--- src/design/rv_consts.svh ---
`ifndef RV_CONSTS_SVH
`define RV_CONSTS_SVH

// ====================
// Widths and sizes
// ====================
`define RV_XLEN         32
`define RV_REG_ADDR_W   5
`define RV_NUM_REGS     32

// First fetch address and PC step
`define RV_RESET_VECTOR 32'h0000_0000
`define RV_INSN_BYTES   32'd4

// ====================
// Major opcodes
// ====================
`define RV_OP_LUI       7'b0110111
`define RV_OP_JAL       7'b1101111
`define RV_OP_BRANCH    7'b1100011
`define RV_OP_LOAD      7'b0000011
`define RV_OP_STORE     7'b0100011
`define RV_OP_IMM       7'b0010011
`define RV_OP_REG       7'b0110011

// Funct3 values, branch codes overlap the ALU codes
`define RV_F3_ADD       3'b000
`define RV_F3_XOR       3'b100
`define RV_F3_OR        3'b110
`define RV_F3_AND       3'b111
`define RV_F3_BEQ       3'b000
`define RV_F3_BNE       3'b001
`define RV_F3_WORD      3'b010

`endif

--- src/design/rv_pkg.sv ---
`include "rv_consts.svh"

package rv_pkg;

   // Data and address word
   typedef logic [`RV_XLEN-1:0] word_t;

   // Register index
   typedef logic [`RV_REG_ADDR_W-1:0] reg_idx_t;

   typedef enum logic [2:0] {
      ALU_ADD,
      ALU_SUB,
      ALU_AND,
      ALU_OR,
      ALU_XOR,
      ALU_PASS_B
   } alu_op_e;

   // What follows execute
   typedef enum logic [2:0] {
      STEP_WRITEBACK,
      STEP_LOAD,
      STEP_STORE,
      STEP_BRANCH,
      STEP_JUMP,
      STEP_HALT
   } next_step_e;

endpackage

--- src/design/rv_bus_master.sv ---
module rv_bus_master (
   input  logic          clk,
   input  logic          reset,
   input  logic          start_i,
   input  logic          write_i,
   input  rv_pkg::word_t addr_i,
   input  rv_pkg::word_t wdata_i,
   input  logic          ack_i,
   input  rv_pkg::word_t bus_dat_i,
   output rv_pkg::word_t adr_o,
   output rv_pkg::word_t dat_o,
   output logic          cyc_o,
   output logic          stb_o,
   output logic          we_o,
   output rv_pkg::word_t rdata_o,
   output logic          done_o
);
   import rv_pkg::*;

   logic  open_q;
   logic  we_q;
   logic  done_q;
   word_t adr_q;
   word_t dat_q;
   word_t rdata_q;

   always_ff @(posedge clk) begin
      if (reset) begin
         open_q <= 1'b0;
         we_q   <= 1'b0;
         done_q <= 1'b0;
      end else begin
         done_q <= 1'b0;
         if (!open_q && start_i) begin
            open_q <= 1'b1;
            we_q   <= write_i;
         end else if (open_q && ack_i) begin
            // Cycle ends, strobes drop next cycle
            open_q <= 1'b0;
            we_q   <= 1'b0;
            done_q <= 1'b1;
         end
      end
   end

   always_ff @(posedge clk) begin
      if (!open_q && start_i) begin
         adr_q <= addr_i;
         dat_q <= wdata_i;
      end
      if (open_q && ack_i) begin
         rdata_q <= bus_dat_i;
      end
   end

   assign adr_o   = adr_q;
   assign dat_o   = dat_q;
   assign cyc_o   = open_q;
   assign stb_o   = open_q;
   assign we_o    = we_q;
   assign rdata_o = rdata_q;
   assign done_o  = done_q;

   a_stb_in_cyc: assert property (@(posedge clk) disable iff (reset) stb_o |-> cyc_o);

   a_adr_stable: assert property (@(posedge clk) disable iff (reset)
      (stb_o && !ack_i) |=> $stable(adr_o));

   // Control only ever hands out word addresses
   a_adr_aligned: assert property (@(posedge clk) disable iff (reset)
      stb_o |-> (adr_o[1:0] == 2'b00));

endmodule

--- src/design/rv_decoder.sv ---
`include "rv_consts.svh"

module rv_decoder (
   input  logic               clk,
   input  logic               reset,
   input  logic               load_i,
   input  rv_pkg::word_t      insn_i,
   output rv_pkg::reg_idx_t   rs1_o,
   output rv_pkg::reg_idx_t   rs2_o,
   output rv_pkg::reg_idx_t   rd_o,
   output rv_pkg::word_t      imm_o,
   output rv_pkg::alu_op_e    alu_op_o,
   output logic               use_imm_o,
   output logic               write_reg_o,
   output logic               branch_on_ne_o,
   output rv_pkg::next_step_e step_o
);
   import rv_pkg::*;

   logic [6:0] opcode;
   logic [2:0] funct3;
   logic [6:0] funct7;
   word_t      imm_i_fmt;
   word_t      imm_s_fmt;
   word_t      imm_b_fmt;
   word_t      imm_u_fmt;
   word_t      imm_j_fmt;
   word_t      imm_d;
   alu_op_e    alu_op_d;
   logic       use_imm_d;
   logic       write_reg_d;
   logic       ne_d;
   next_step_e step_d;

   assign opcode = insn_i[6:0];
   assign funct3 = insn_i[14:12];
   assign funct7 = insn_i[31:25];

   // ====================
   // Immediate formats
   // ====================
   assign imm_i_fmt = {{20{insn_i[31]}}, insn_i[31:20]};
   assign imm_s_fmt = {{20{insn_i[31]}}, insn_i[31:25], insn_i[11:7]};
   assign imm_b_fmt = {{19{insn_i[31]}}, insn_i[31], insn_i[7], insn_i[30:25],
                       insn_i[11:8], 1'b0};
   assign imm_u_fmt = {insn_i[31:12], 12'b0};
   assign imm_j_fmt = {{11{insn_i[31]}}, insn_i[31], insn_i[19:12], insn_i[20],
                       insn_i[30:21], 1'b0};

   always_comb begin
      imm_d       = imm_i_fmt;
      alu_op_d    = ALU_ADD;
      use_imm_d   = 1'b1;
      write_reg_d = 1'b0;
      ne_d        = 1'b0;
      step_d      = STEP_HALT;
      case (opcode)
         `RV_OP_LUI: begin
            imm_d       = imm_u_fmt;
            alu_op_d    = ALU_PASS_B;
            write_reg_d = 1'b1;
            step_d      = STEP_WRITEBACK;
         end
         `RV_OP_JAL: begin
            imm_d       = imm_j_fmt;
            write_reg_d = 1'b1;
            step_d      = STEP_JUMP;
         end
         `RV_OP_BRANCH: begin
            imm_d     = imm_b_fmt;
            alu_op_d  = ALU_SUB;
            use_imm_d = 1'b0;
            ne_d      = (funct3 == `RV_F3_BNE);
            if (funct3 == `RV_F3_BEQ || funct3 == `RV_F3_BNE) begin
               step_d = STEP_BRANCH;
            end
         end
         `RV_OP_LOAD: begin
            write_reg_d = 1'b1;
            if (funct3 == `RV_F3_WORD) begin
               step_d = STEP_LOAD;
            end
         end
         `RV_OP_STORE: begin
            imm_d = imm_s_fmt;
            if (funct3 == `RV_F3_WORD) begin
               step_d = STEP_STORE;
            end
         end
         `RV_OP_IMM: begin
            // ADDI only
            write_reg_d = 1'b1;
            if (funct3 == `RV_F3_ADD) begin
               step_d = STEP_WRITEBACK;
            end
         end
         `RV_OP_REG: begin
            use_imm_d   = 1'b0;
            write_reg_d = 1'b1;
            case (funct3)
               `RV_F3_ADD: alu_op_d = funct7[5] ? ALU_SUB : ALU_ADD;
               `RV_F3_XOR: alu_op_d = ALU_XOR;
               `RV_F3_OR:  alu_op_d = ALU_OR;
               `RV_F3_AND: alu_op_d = ALU_AND;
               default:    alu_op_d = ALU_ADD;
            endcase
            // SUB is the only funct7 variant kept
            if ((funct7 == 7'h00) ||
                (funct7 == 7'h20 && funct3 == `RV_F3_ADD)) begin
               if (funct3 == `RV_F3_ADD || funct3 == `RV_F3_XOR ||
                   funct3 == `RV_F3_OR || funct3 == `RV_F3_AND) begin
                  step_d = STEP_WRITEBACK;
               end
            end
         end
         default: begin
            step_d = STEP_HALT;
         end
      endcase
   end

   always_ff @(posedge clk) begin
      if (reset) begin
         rs1_o          <= '0;
         rs2_o          <= '0;
         rd_o           <= '0;
         imm_o          <= '0;
         alu_op_o       <= ALU_ADD;
         use_imm_o      <= 1'b0;
         write_reg_o    <= 1'b0;
         branch_on_ne_o <= 1'b0;
         step_o         <= STEP_WRITEBACK;
      end else if (load_i) begin
         rs1_o          <= insn_i[19:15];
         rs2_o          <= insn_i[24:20];
         rd_o           <= insn_i[11:7];
         imm_o          <= imm_d;
         alu_op_o       <= alu_op_d;
         use_imm_o      <= use_imm_d;
         write_reg_o    <= write_reg_d && (step_d != STEP_HALT);
         branch_on_ne_o <= ne_d;
         step_o         <= step_d;
      end
   end

endmodule

--- src/design/rv_alu.sv ---
module rv_alu (
   input  rv_pkg::word_t   a_i,
   input  rv_pkg::word_t   b_i,
   input  rv_pkg::alu_op_e op_i,
   output rv_pkg::word_t   result_o,
   output logic            equal_o
);
   import rv_pkg::*;

   word_t result;

   always_comb begin
      case (op_i)
         ALU_ADD:    result = a_i + b_i;
         ALU_SUB:    result = a_i - b_i;
         ALU_AND:    result = a_i & b_i;
         ALU_OR:     result = a_i | b_i;
         ALU_XOR:    result = a_i ^ b_i;
         // LUI passes its upper immediate
         ALU_PASS_B: result = b_i;
         default:    result = '0;
      endcase
   end

   assign result_o = result;

   // Branch compare
   assign equal_o = (a_i == b_i);

endmodule

--- src/design/rv_regfile.sv ---
`include "rv_consts.svh"

module rv_regfile (
   input  logic             clk,
   input  rv_pkg::reg_idx_t rs1_i,
   input  rv_pkg::reg_idx_t rs2_i,
   input  rv_pkg::reg_idx_t rd_i,
   input  logic             we_i,
   input  rv_pkg::word_t    wdata_i,
   output rv_pkg::word_t    rdata1_o,
   output rv_pkg::word_t    rdata2_o
);
   import rv_pkg::*;

   // x0 has no storage
   word_t regs [1:`RV_NUM_REGS-1];

   always_ff @(posedge clk) begin
      if (we_i && rd_i != '0) begin
         regs[rd_i] <= wdata_i;
      end
   end

   assign rdata1_o = (rs1_i == '0) ? '0 : regs[rs1_i];
   assign rdata2_o = (rs2_i == '0) ? '0 : regs[rs2_i];

   a_x0_zero: assert property (@(posedge clk)
      ((rs1_i == '0) |-> (rdata1_o == '0)) and ((rs2_i == '0) |-> (rdata2_o == '0)));

endmodule

--- src/design/rv_control.sv ---
`include "rv_consts.svh"

module rv_control (
   input  logic               clk,
   input  logic               reset,
   input  logic               bus_done_i,
   input  rv_pkg::word_t      bus_rdata_i,
   input  rv_pkg::word_t      rdata1_i,
   input  rv_pkg::word_t      rdata2_i,
   input  rv_pkg::word_t      imm_i,
   input  rv_pkg::word_t      alu_result_i,
   input  logic               alu_equal_i,
   input  logic               use_imm_i,
   input  logic               write_reg_i,
   input  logic               branch_on_ne_i,
   input  rv_pkg::next_step_e step_i,
   output logic               bus_start_o,
   output logic               bus_write_o,
   output rv_pkg::word_t      bus_addr_o,
   output rv_pkg::word_t      bus_wdata_o,
   output logic               dec_load_o,
   output rv_pkg::word_t      alu_a_o,
   output rv_pkg::word_t      alu_b_o,
   output logic               rf_we_o,
   output rv_pkg::word_t      rf_wdata_o,
   output rv_pkg::word_t      pc_o,
   output logic               halted_o
);
   import rv_pkg::*;

   typedef enum logic [2:0] {
      S_FETCH,
      S_DECODE,
      S_EXECUTE,
      S_MEMORY,
      S_WRITEBACK,
      S_HALT
   } state_e;

   state_e state_q;
   state_e state_d;
   word_t  pc_q;
   word_t  pc_plus_4;
   word_t  pc_plus_imm;
   word_t  result_q;
   logic   taken_q;
   logic   issued_q;

   // ====================
   // Bus and decoder
   // ====================
   assign bus_start_o = (state_q == S_FETCH || state_q == S_MEMORY) && !issued_q;
   assign bus_write_o = (state_q == S_MEMORY) && (step_i == STEP_STORE);
   assign bus_addr_o  = (state_q == S_MEMORY) ? result_q : pc_q;
   assign bus_wdata_o = rdata2_i;
   assign dec_load_o  = (state_q == S_FETCH) && bus_done_i;

   // Immediate for arithmetic and addresses, rs2 for compares
   assign alu_a_o = rdata1_i;
   assign alu_b_o = use_imm_i ? imm_i : rdata2_i;

   // Own adders for link and target
   assign pc_plus_4   = pc_q + `RV_INSN_BYTES;
   assign pc_plus_imm = pc_q + imm_i;

   assign rf_we_o = (state_q == S_WRITEBACK) && write_reg_i;

   always_comb begin
      case (step_i)
         STEP_LOAD: rf_wdata_o = bus_rdata_i;
         STEP_JUMP: rf_wdata_o = pc_plus_4;
         default:   rf_wdata_o = result_q;
      endcase
   end

   // ====================
   // State machine
   // ====================
   always_comb begin
      state_d = state_q;
      case (state_q)
         S_FETCH: begin
            if (bus_done_i) begin
               state_d = S_DECODE;
            end
         end
         S_DECODE: state_d = S_EXECUTE;
         S_EXECUTE: begin
            case (step_i)
               STEP_LOAD, STEP_STORE: state_d = S_MEMORY;
               STEP_HALT:             state_d = S_HALT;
               default:               state_d = S_WRITEBACK;
            endcase
         end
         S_MEMORY: begin
            if (bus_done_i) begin
               state_d = S_WRITEBACK;
            end
         end
         S_WRITEBACK: state_d = S_FETCH;
         default:     state_d = S_HALT;
      endcase
   end

   always_ff @(posedge clk) begin
      if (reset) begin
         state_q  <= S_FETCH;
         pc_q     <= `RV_RESET_VECTOR;
         issued_q <= 1'b0;
      end else begin
         state_q <= state_d;
         if (bus_start_o) begin
            issued_q <= 1'b1;
         end else if (bus_done_i) begin
            issued_q <= 1'b0;
         end
         if (state_q == S_WRITEBACK) begin
            if (step_i == STEP_JUMP || (step_i == STEP_BRANCH && taken_q)) begin
               pc_q <= pc_plus_imm;
            end else begin
               pc_q <= pc_plus_4;
            end
         end
      end
   end

   always_ff @(posedge clk) begin
      if (state_q == S_EXECUTE) begin
         result_q <= alu_result_i;
         taken_q  <= alu_equal_i ^ branch_on_ne_i;
      end
   end

   assign pc_o     = pc_q;
   assign halted_o = (state_q == S_HALT);

   a_state_legal: assert property (@(posedge clk) disable iff (reset)
      state_q inside {S_FETCH, S_DECODE, S_EXECUTE, S_MEMORY, S_WRITEBACK, S_HALT});

endmodule

--- src/design/rv_core.sv ---
module rv_core (
   input  logic          clk,
   input  logic          reset,
   input  logic          ack_i,
   input  rv_pkg::word_t dat_i,
   output rv_pkg::word_t adr_o,
   output rv_pkg::word_t dat_o,
   output logic          cyc_o,
   output logic          stb_o,
   output logic          we_o,
   output rv_pkg::word_t pc_o,
   output logic          halted_o
);

   logic               bus_start;
   logic               bus_write;
   logic               bus_done;
   rv_pkg::word_t      bus_addr;
   rv_pkg::word_t      bus_wdata;
   rv_pkg::word_t      bus_rdata;
   logic               dec_load;
   rv_pkg::reg_idx_t   rs1;
   rv_pkg::reg_idx_t   rs2;
   rv_pkg::reg_idx_t   rd;
   rv_pkg::word_t      imm;
   rv_pkg::alu_op_e    alu_op;
   logic               use_imm;
   logic               write_reg;
   logic               branch_on_ne;
   rv_pkg::next_step_e step;
   rv_pkg::word_t      alu_a;
   rv_pkg::word_t      alu_b;
   rv_pkg::word_t      alu_result;
   logic               alu_equal;
   rv_pkg::word_t      rdata1;
   rv_pkg::word_t      rdata2;
   logic               rf_we;
   rv_pkg::word_t      rf_wdata;

   rv_bus_master i_bus_master (
      .clk       (clk),
      .reset     (reset),
      .start_i   (bus_start),
      .write_i   (bus_write),
      .addr_i    (bus_addr),
      .wdata_i   (bus_wdata),
      .ack_i     (ack_i),
      .bus_dat_i (dat_i),
      .adr_o     (adr_o),
      .dat_o     (dat_o),
      .cyc_o     (cyc_o),
      .stb_o     (stb_o),
      .we_o      (we_o),
      .rdata_o   (bus_rdata),
      .done_o    (bus_done)
   );

   rv_decoder i_decoder (
      .clk            (clk),
      .reset          (reset),
      .load_i         (dec_load),
      .insn_i         (bus_rdata),
      .rs1_o          (rs1),
      .rs2_o          (rs2),
      .rd_o           (rd),
      .imm_o          (imm),
      .alu_op_o       (alu_op),
      .use_imm_o      (use_imm),
      .write_reg_o    (write_reg),
      .branch_on_ne_o (branch_on_ne),
      .step_o         (step)
   );

   rv_alu i_alu (
      .a_i      (alu_a),
      .b_i      (alu_b),
      .op_i     (alu_op),
      .result_o (alu_result),
      .equal_o  (alu_equal)
   );

   rv_regfile i_regfile (
      .clk      (clk),
      .rs1_i    (rs1),
      .rs2_i    (rs2),
      .rd_i     (rd),
      .we_i     (rf_we),
      .wdata_i  (rf_wdata),
      .rdata1_o (rdata1),
      .rdata2_o (rdata2)
   );

   rv_control i_control (
      .clk            (clk),
      .reset          (reset),
      .bus_done_i     (bus_done),
      .bus_rdata_i    (bus_rdata),
      .rdata1_i       (rdata1),
      .rdata2_i       (rdata2),
      .imm_i          (imm),
      .alu_result_i   (alu_result),
      .alu_equal_i    (alu_equal),
      .use_imm_i      (use_imm),
      .write_reg_i    (write_reg),
      .branch_on_ne_i (branch_on_ne),
      .step_i         (step),
      .bus_start_o    (bus_start),
      .bus_write_o    (bus_write),
      .bus_addr_o     (bus_addr),
      .bus_wdata_o    (bus_wdata),
      .dec_load_o     (dec_load),
      .alu_a_o        (alu_a),
      .alu_b_o        (alu_b),
      .rf_we_o        (rf_we),
      .rf_wdata_o     (rf_wdata),
      .pc_o           (pc_o),
      .halted_o       (halted_o)
   );

endmodule

--- config.mk ---
export PLATFORM = sky130hd
export DESIGN_NAME = rv_core
export DESIGN_NICKNAME = d
export VERILOG_FILES = /design/src/design/rv_pkg.sv /design/src/design/rv_bus_master.sv /design/src/design/rv_decoder.sv /design/src/design/rv_alu.sv /design/src/design/rv_regfile.sv /design/src/design/rv_control.sv /design/src/design/rv_core.sv
export VERILOG_INCLUDE_DIRS = /design/src /design/src/design
export SDC_FILE = /design/constraint.sdc
export NUM_CORES = 2
export LEC_CHECK = 0
export ABC_CLOCK_PERIOD_IN_PS = 9800
export BUFFER_PORTS_ARGS = -buffer_cell sky130_fd_sc_hd__buf_2
export CAP_MARGIN = 0
export CORE_MARGIN = 8
export CORE_UTILIZATION = 39
export CTS_CLUSTER_SIZE = 24
export DETAILED_ROUTE_END_ITERATION = 10
export GPL_ROUTABILITY_DRIVEN = 0
export GPL_TIMING_DRIVEN = 0
export HOLD_SLACK_MARGIN = 0.02
export SLEW_MARGIN = 5
export SYNTH_ARGS = -nofsm -noshare
export SYNTH_HDL_FRONTEND = slang
export SYNTH_SLANG_ARGS = --single-unit
--- constraint.sdc ---
create_clock -name clk -period 9.8 [get_ports clk]
set_input_delay 0.49 -clock clk [delete_from_list [all_inputs] [get_ports clk]]
set_output_delay 0.49 -clock clk [all_outputs]
set_load 0.005 [all_outputs]
==> results_dict.tcl <==
set metrics [dict create \
    drc 0 \
    track_usage 0.2765 \
    finalSetupTns_ns -0.2013 \
    syn_avg_cell_area_um2 15.04 \
    wl_mm 248.7 \
    synth_enable_flop_cells 1121 \
    gr-total-overflow 0 \
    synth_area_leaders "edfxtp_1 53%, mux4_2 21%, dfxtp_1 3.3%" \
    finalCritPeriodShare 1.009 \
    drt-initial-drc-count 7805 \
    boundaryPins 135 \
    synthFlopType "edfxtp_1" \
    final_hold_viol_count 0 \
    yosys.area.top_type "edfxtp_1" \
    vias 44926 \
    seq_area_mm2 0.03576 \
    period_minus_slack_ns 9.889 \
    finalSetupViolCount 3 \
    fin_skew_ns 0.03983 \
    fill_cells 13896 \
    leakagePower_nw 23.45 \
    antenna_found_initial 8 \
    design_area_mm2 0.07382 \
    portBuffers 133 \
    slew_violations 0 \
    cts_max_path_buffers 3 \
    critPathKind "flop to flop" \
    cts.sink_count 1226 \
    crit_path_start_kind "flop" \
    die_y_um 418.0 \
    placed_cell_area_mm2 0.06877 \
    ys_types 84 \
    cts_tree "yes" \
    syn_area_mm2 0.06301 \
    h-tree-depth 4 \
    grt_pass1_wl_mm 339.1 \
    worstMarginPinSlew_ns 1.442 \
    multiInputGateArea_mm2 0.02599 \
    post_drt_via_cell_ratio 6.546 \
    violations "max-capacitance violations, negative setup slack" \
    yosysWarnings 0 \
    row_count 147 \
    layout-drive-gt1-share 0.2606 \
    crit_required_ns 10.26 \
    core_area_mm2 0.1606 \
    netlist.area_leader.share 0.5342 \
    synth_cells 4190 \
    reg2reg_slack_ns -0.09 \
    slew_headroom 0.01104 \
    async_flop_share 0 \
    area_growth_pct 17.16 \
    fmax_mhz 101.1 \
    crit_fanout 10 \
    ir_drop_uv 169.4 \
    end_kind "flop" \
    ys_seq_area_frac 0.5676 \
    nets 4753 \
    finalWorstSetupSlack_ns -0.08878 \
    cts_made_buffers 137 \
    status "complete, but fails checks" \
    power_mw 12.70 \
    start_util 0.3924 \
    powerDensity_mw_per_mm2 172.0 \
    clk_latency_ns 0.79 \
    ant_nets 0 \
    min_path_type "input pin to flop" \
    cp.arrival_ns 10.35 \
    drt-pass1-iter-count 9 \
    grt_pass1_vias 42704 \
    rsz0062_at_grt "no" \
    cap_violations 1 \
    fp.dieArea_mm2 0.1747 \
    syn_nets 4356 \
    clkTransAtPathRegs_ns 0.06 \
    synth_seq_cells 1226 \
    die_w_um 418.0 \
    wire_per_inst_um 36.24 \
    dpl.hpwl_mm 178.0 \
    postCtsResizedCells 0 \
    grt_start_max_net_pins 35 \
    cts_root_buf "clkbuf_16" \
]
## worst max-delay path: stages (launching register included)
cell       delay [ns]
dfxtp_1          0.30
clkbuf_1         0.57
clkbuf_1         0.80
clkbuf_1         0.88
clkbuf_1         1.10
mux4_2           0.41
mux4_2           0.36
nand2_1          0.09
a21oi_1          0.69
ha_1             0.40
buf_6            0.15
o311ai_0         1.05
a21oi_1          0.29
a2111oi_0        0.99
nor2_1           0.29
o21a_1           0.30
nand2_1          0.07
a211oi_1         0.06
o21ai_0          0.70
## cell usage after synthesis, types with 95 or more instances
library cell and instances:
o21ai_0 119, mux4_2 575, edfxtp_1 1121, a21oi_1 268, clkbuf_1 189, nand2_1 210, nor2_1 325, nor3_1 95
inv_1 124, dfxtp_1 105, mux2i_1 112, ha_1 128
## layout by cell type, fill, tap and decap left out, types with 60 or more instances in the layout
cell	n
a211oi_1	60
a21oi_1	268
buf_2	198
clkbuf_1	200
clkbuf_16	139
dfxtp_1	105
edfxtp_1	1121
ha_1	128
inv_1	124
mux2i_1	112
mux4_2	575
nand2_1	209
nor2_1	293
nor3_1	92
o21ai_0	92
## final timing paths
kind,startpoint,endpoint,cells after the start
hold / removal,dat_i[4],i_bus_master.rdata_o[4],2
setup reg to reg,flop,i_control.result_q[27],18
hold reg to reg,i_decoder.branch_on_ne_o,i_decoder.branch_on_ne_o,2
setup / recovery,flop,i_control.result_q[27],18
## per-layer routing
metal / vias up / wire (um) / global-route usage / part of all wire
met5: - / 13 / 0 / 0.000052
met4: 2 / 18280 / 0.1615 / 0.073
met3: 760 / 34720 / 0.09089 / 0.14
met2: 3549 / 108100 / 0.4141 / 0.43
met1: 22933 / 87590 / 0.3520 / 0.35
li1: 17682 / - / - / -
## logic make-up (layout without fill, tap and decap cells)
family,Yosys count,after routing,share of synthesized area
compound gates,742,742,0.07571
xor+xnor,71,71,0.009869
fa+ha+maj,131,131,0.02637
buf+inv,434,944,0.02778
flops,1226,1226,0.5676
mux,724,724,0.2299
other cells,0,3,0
simple gates,862,862,0.06279
## what timing repair did
item	CTS	global route
endpoints found under the hold margin	33	0
hold buffers	33	0
buffers inserted	0	0
## power by group
group	switching (mW)	internal (mW)	total (mW)
sequential	0.0528	5.81	5.86
clock	2.29	3.15	5.44
combinational	0.944	0.460	1.40
## per-stage QoR
step           worst slack (ns)  instances  hold WS [ns]  utilization
2_1_floorplan             3.648       4190        0.4437            -
3_3_place_gp             0.3456       6483        0.4533       0.4134
3_5_place_dp             0.4679       6575        0.4607       0.4283
4_1_cts                  0.4427       6860        0.3902       0.4596
5_1_grt                  0.3792       6860        0.4246       0.4597
6_report               -0.08878       6863        0.4213       0.4598
## area by class of cell
| cell class | instances | area share |
|---|---|---|
| repair buffers | 258 | 0.03898 |
| clock inverters | 86 | 0.01471 |
| flip-flops and latches | 1226 | 0.4845 |
| diodes | 3 | 0.0001017 |
| plain buffers | 309 | 0.01775 |
| multi-input cells | 2530 | 0.3521 |
| clock buffers | 166 | 0.04895 |
| inverters | 125 | 0.006356 |
| well taps | 2160 | 0.03661 |
## state kept, by name, indices dropped and copies added, names as in the netlist, 3 cells and up, named ones only
| name | count |
|---|---|
| i_bus_master.adr_o | 32 |
| i_bus_master.dat_o | 32 |
| i_bus_master.rdata_o | 32 |
| i_control.pc_o | 32 |
| i_control.result_q | 32 |
| i_control.state_q | 3 |
| i_decoder.alu_op_o | 3 |
| i_decoder.imm_o | 32 |
| i_decoder.rd_o | 5 |
| i_decoder.rs1_o | 5 |
| i_decoder.rs2_o | 5 |
| i_decoder.step_o | 3 |
| i_regfile.regs | 992 |
Power figures use the tool's default switching activity.
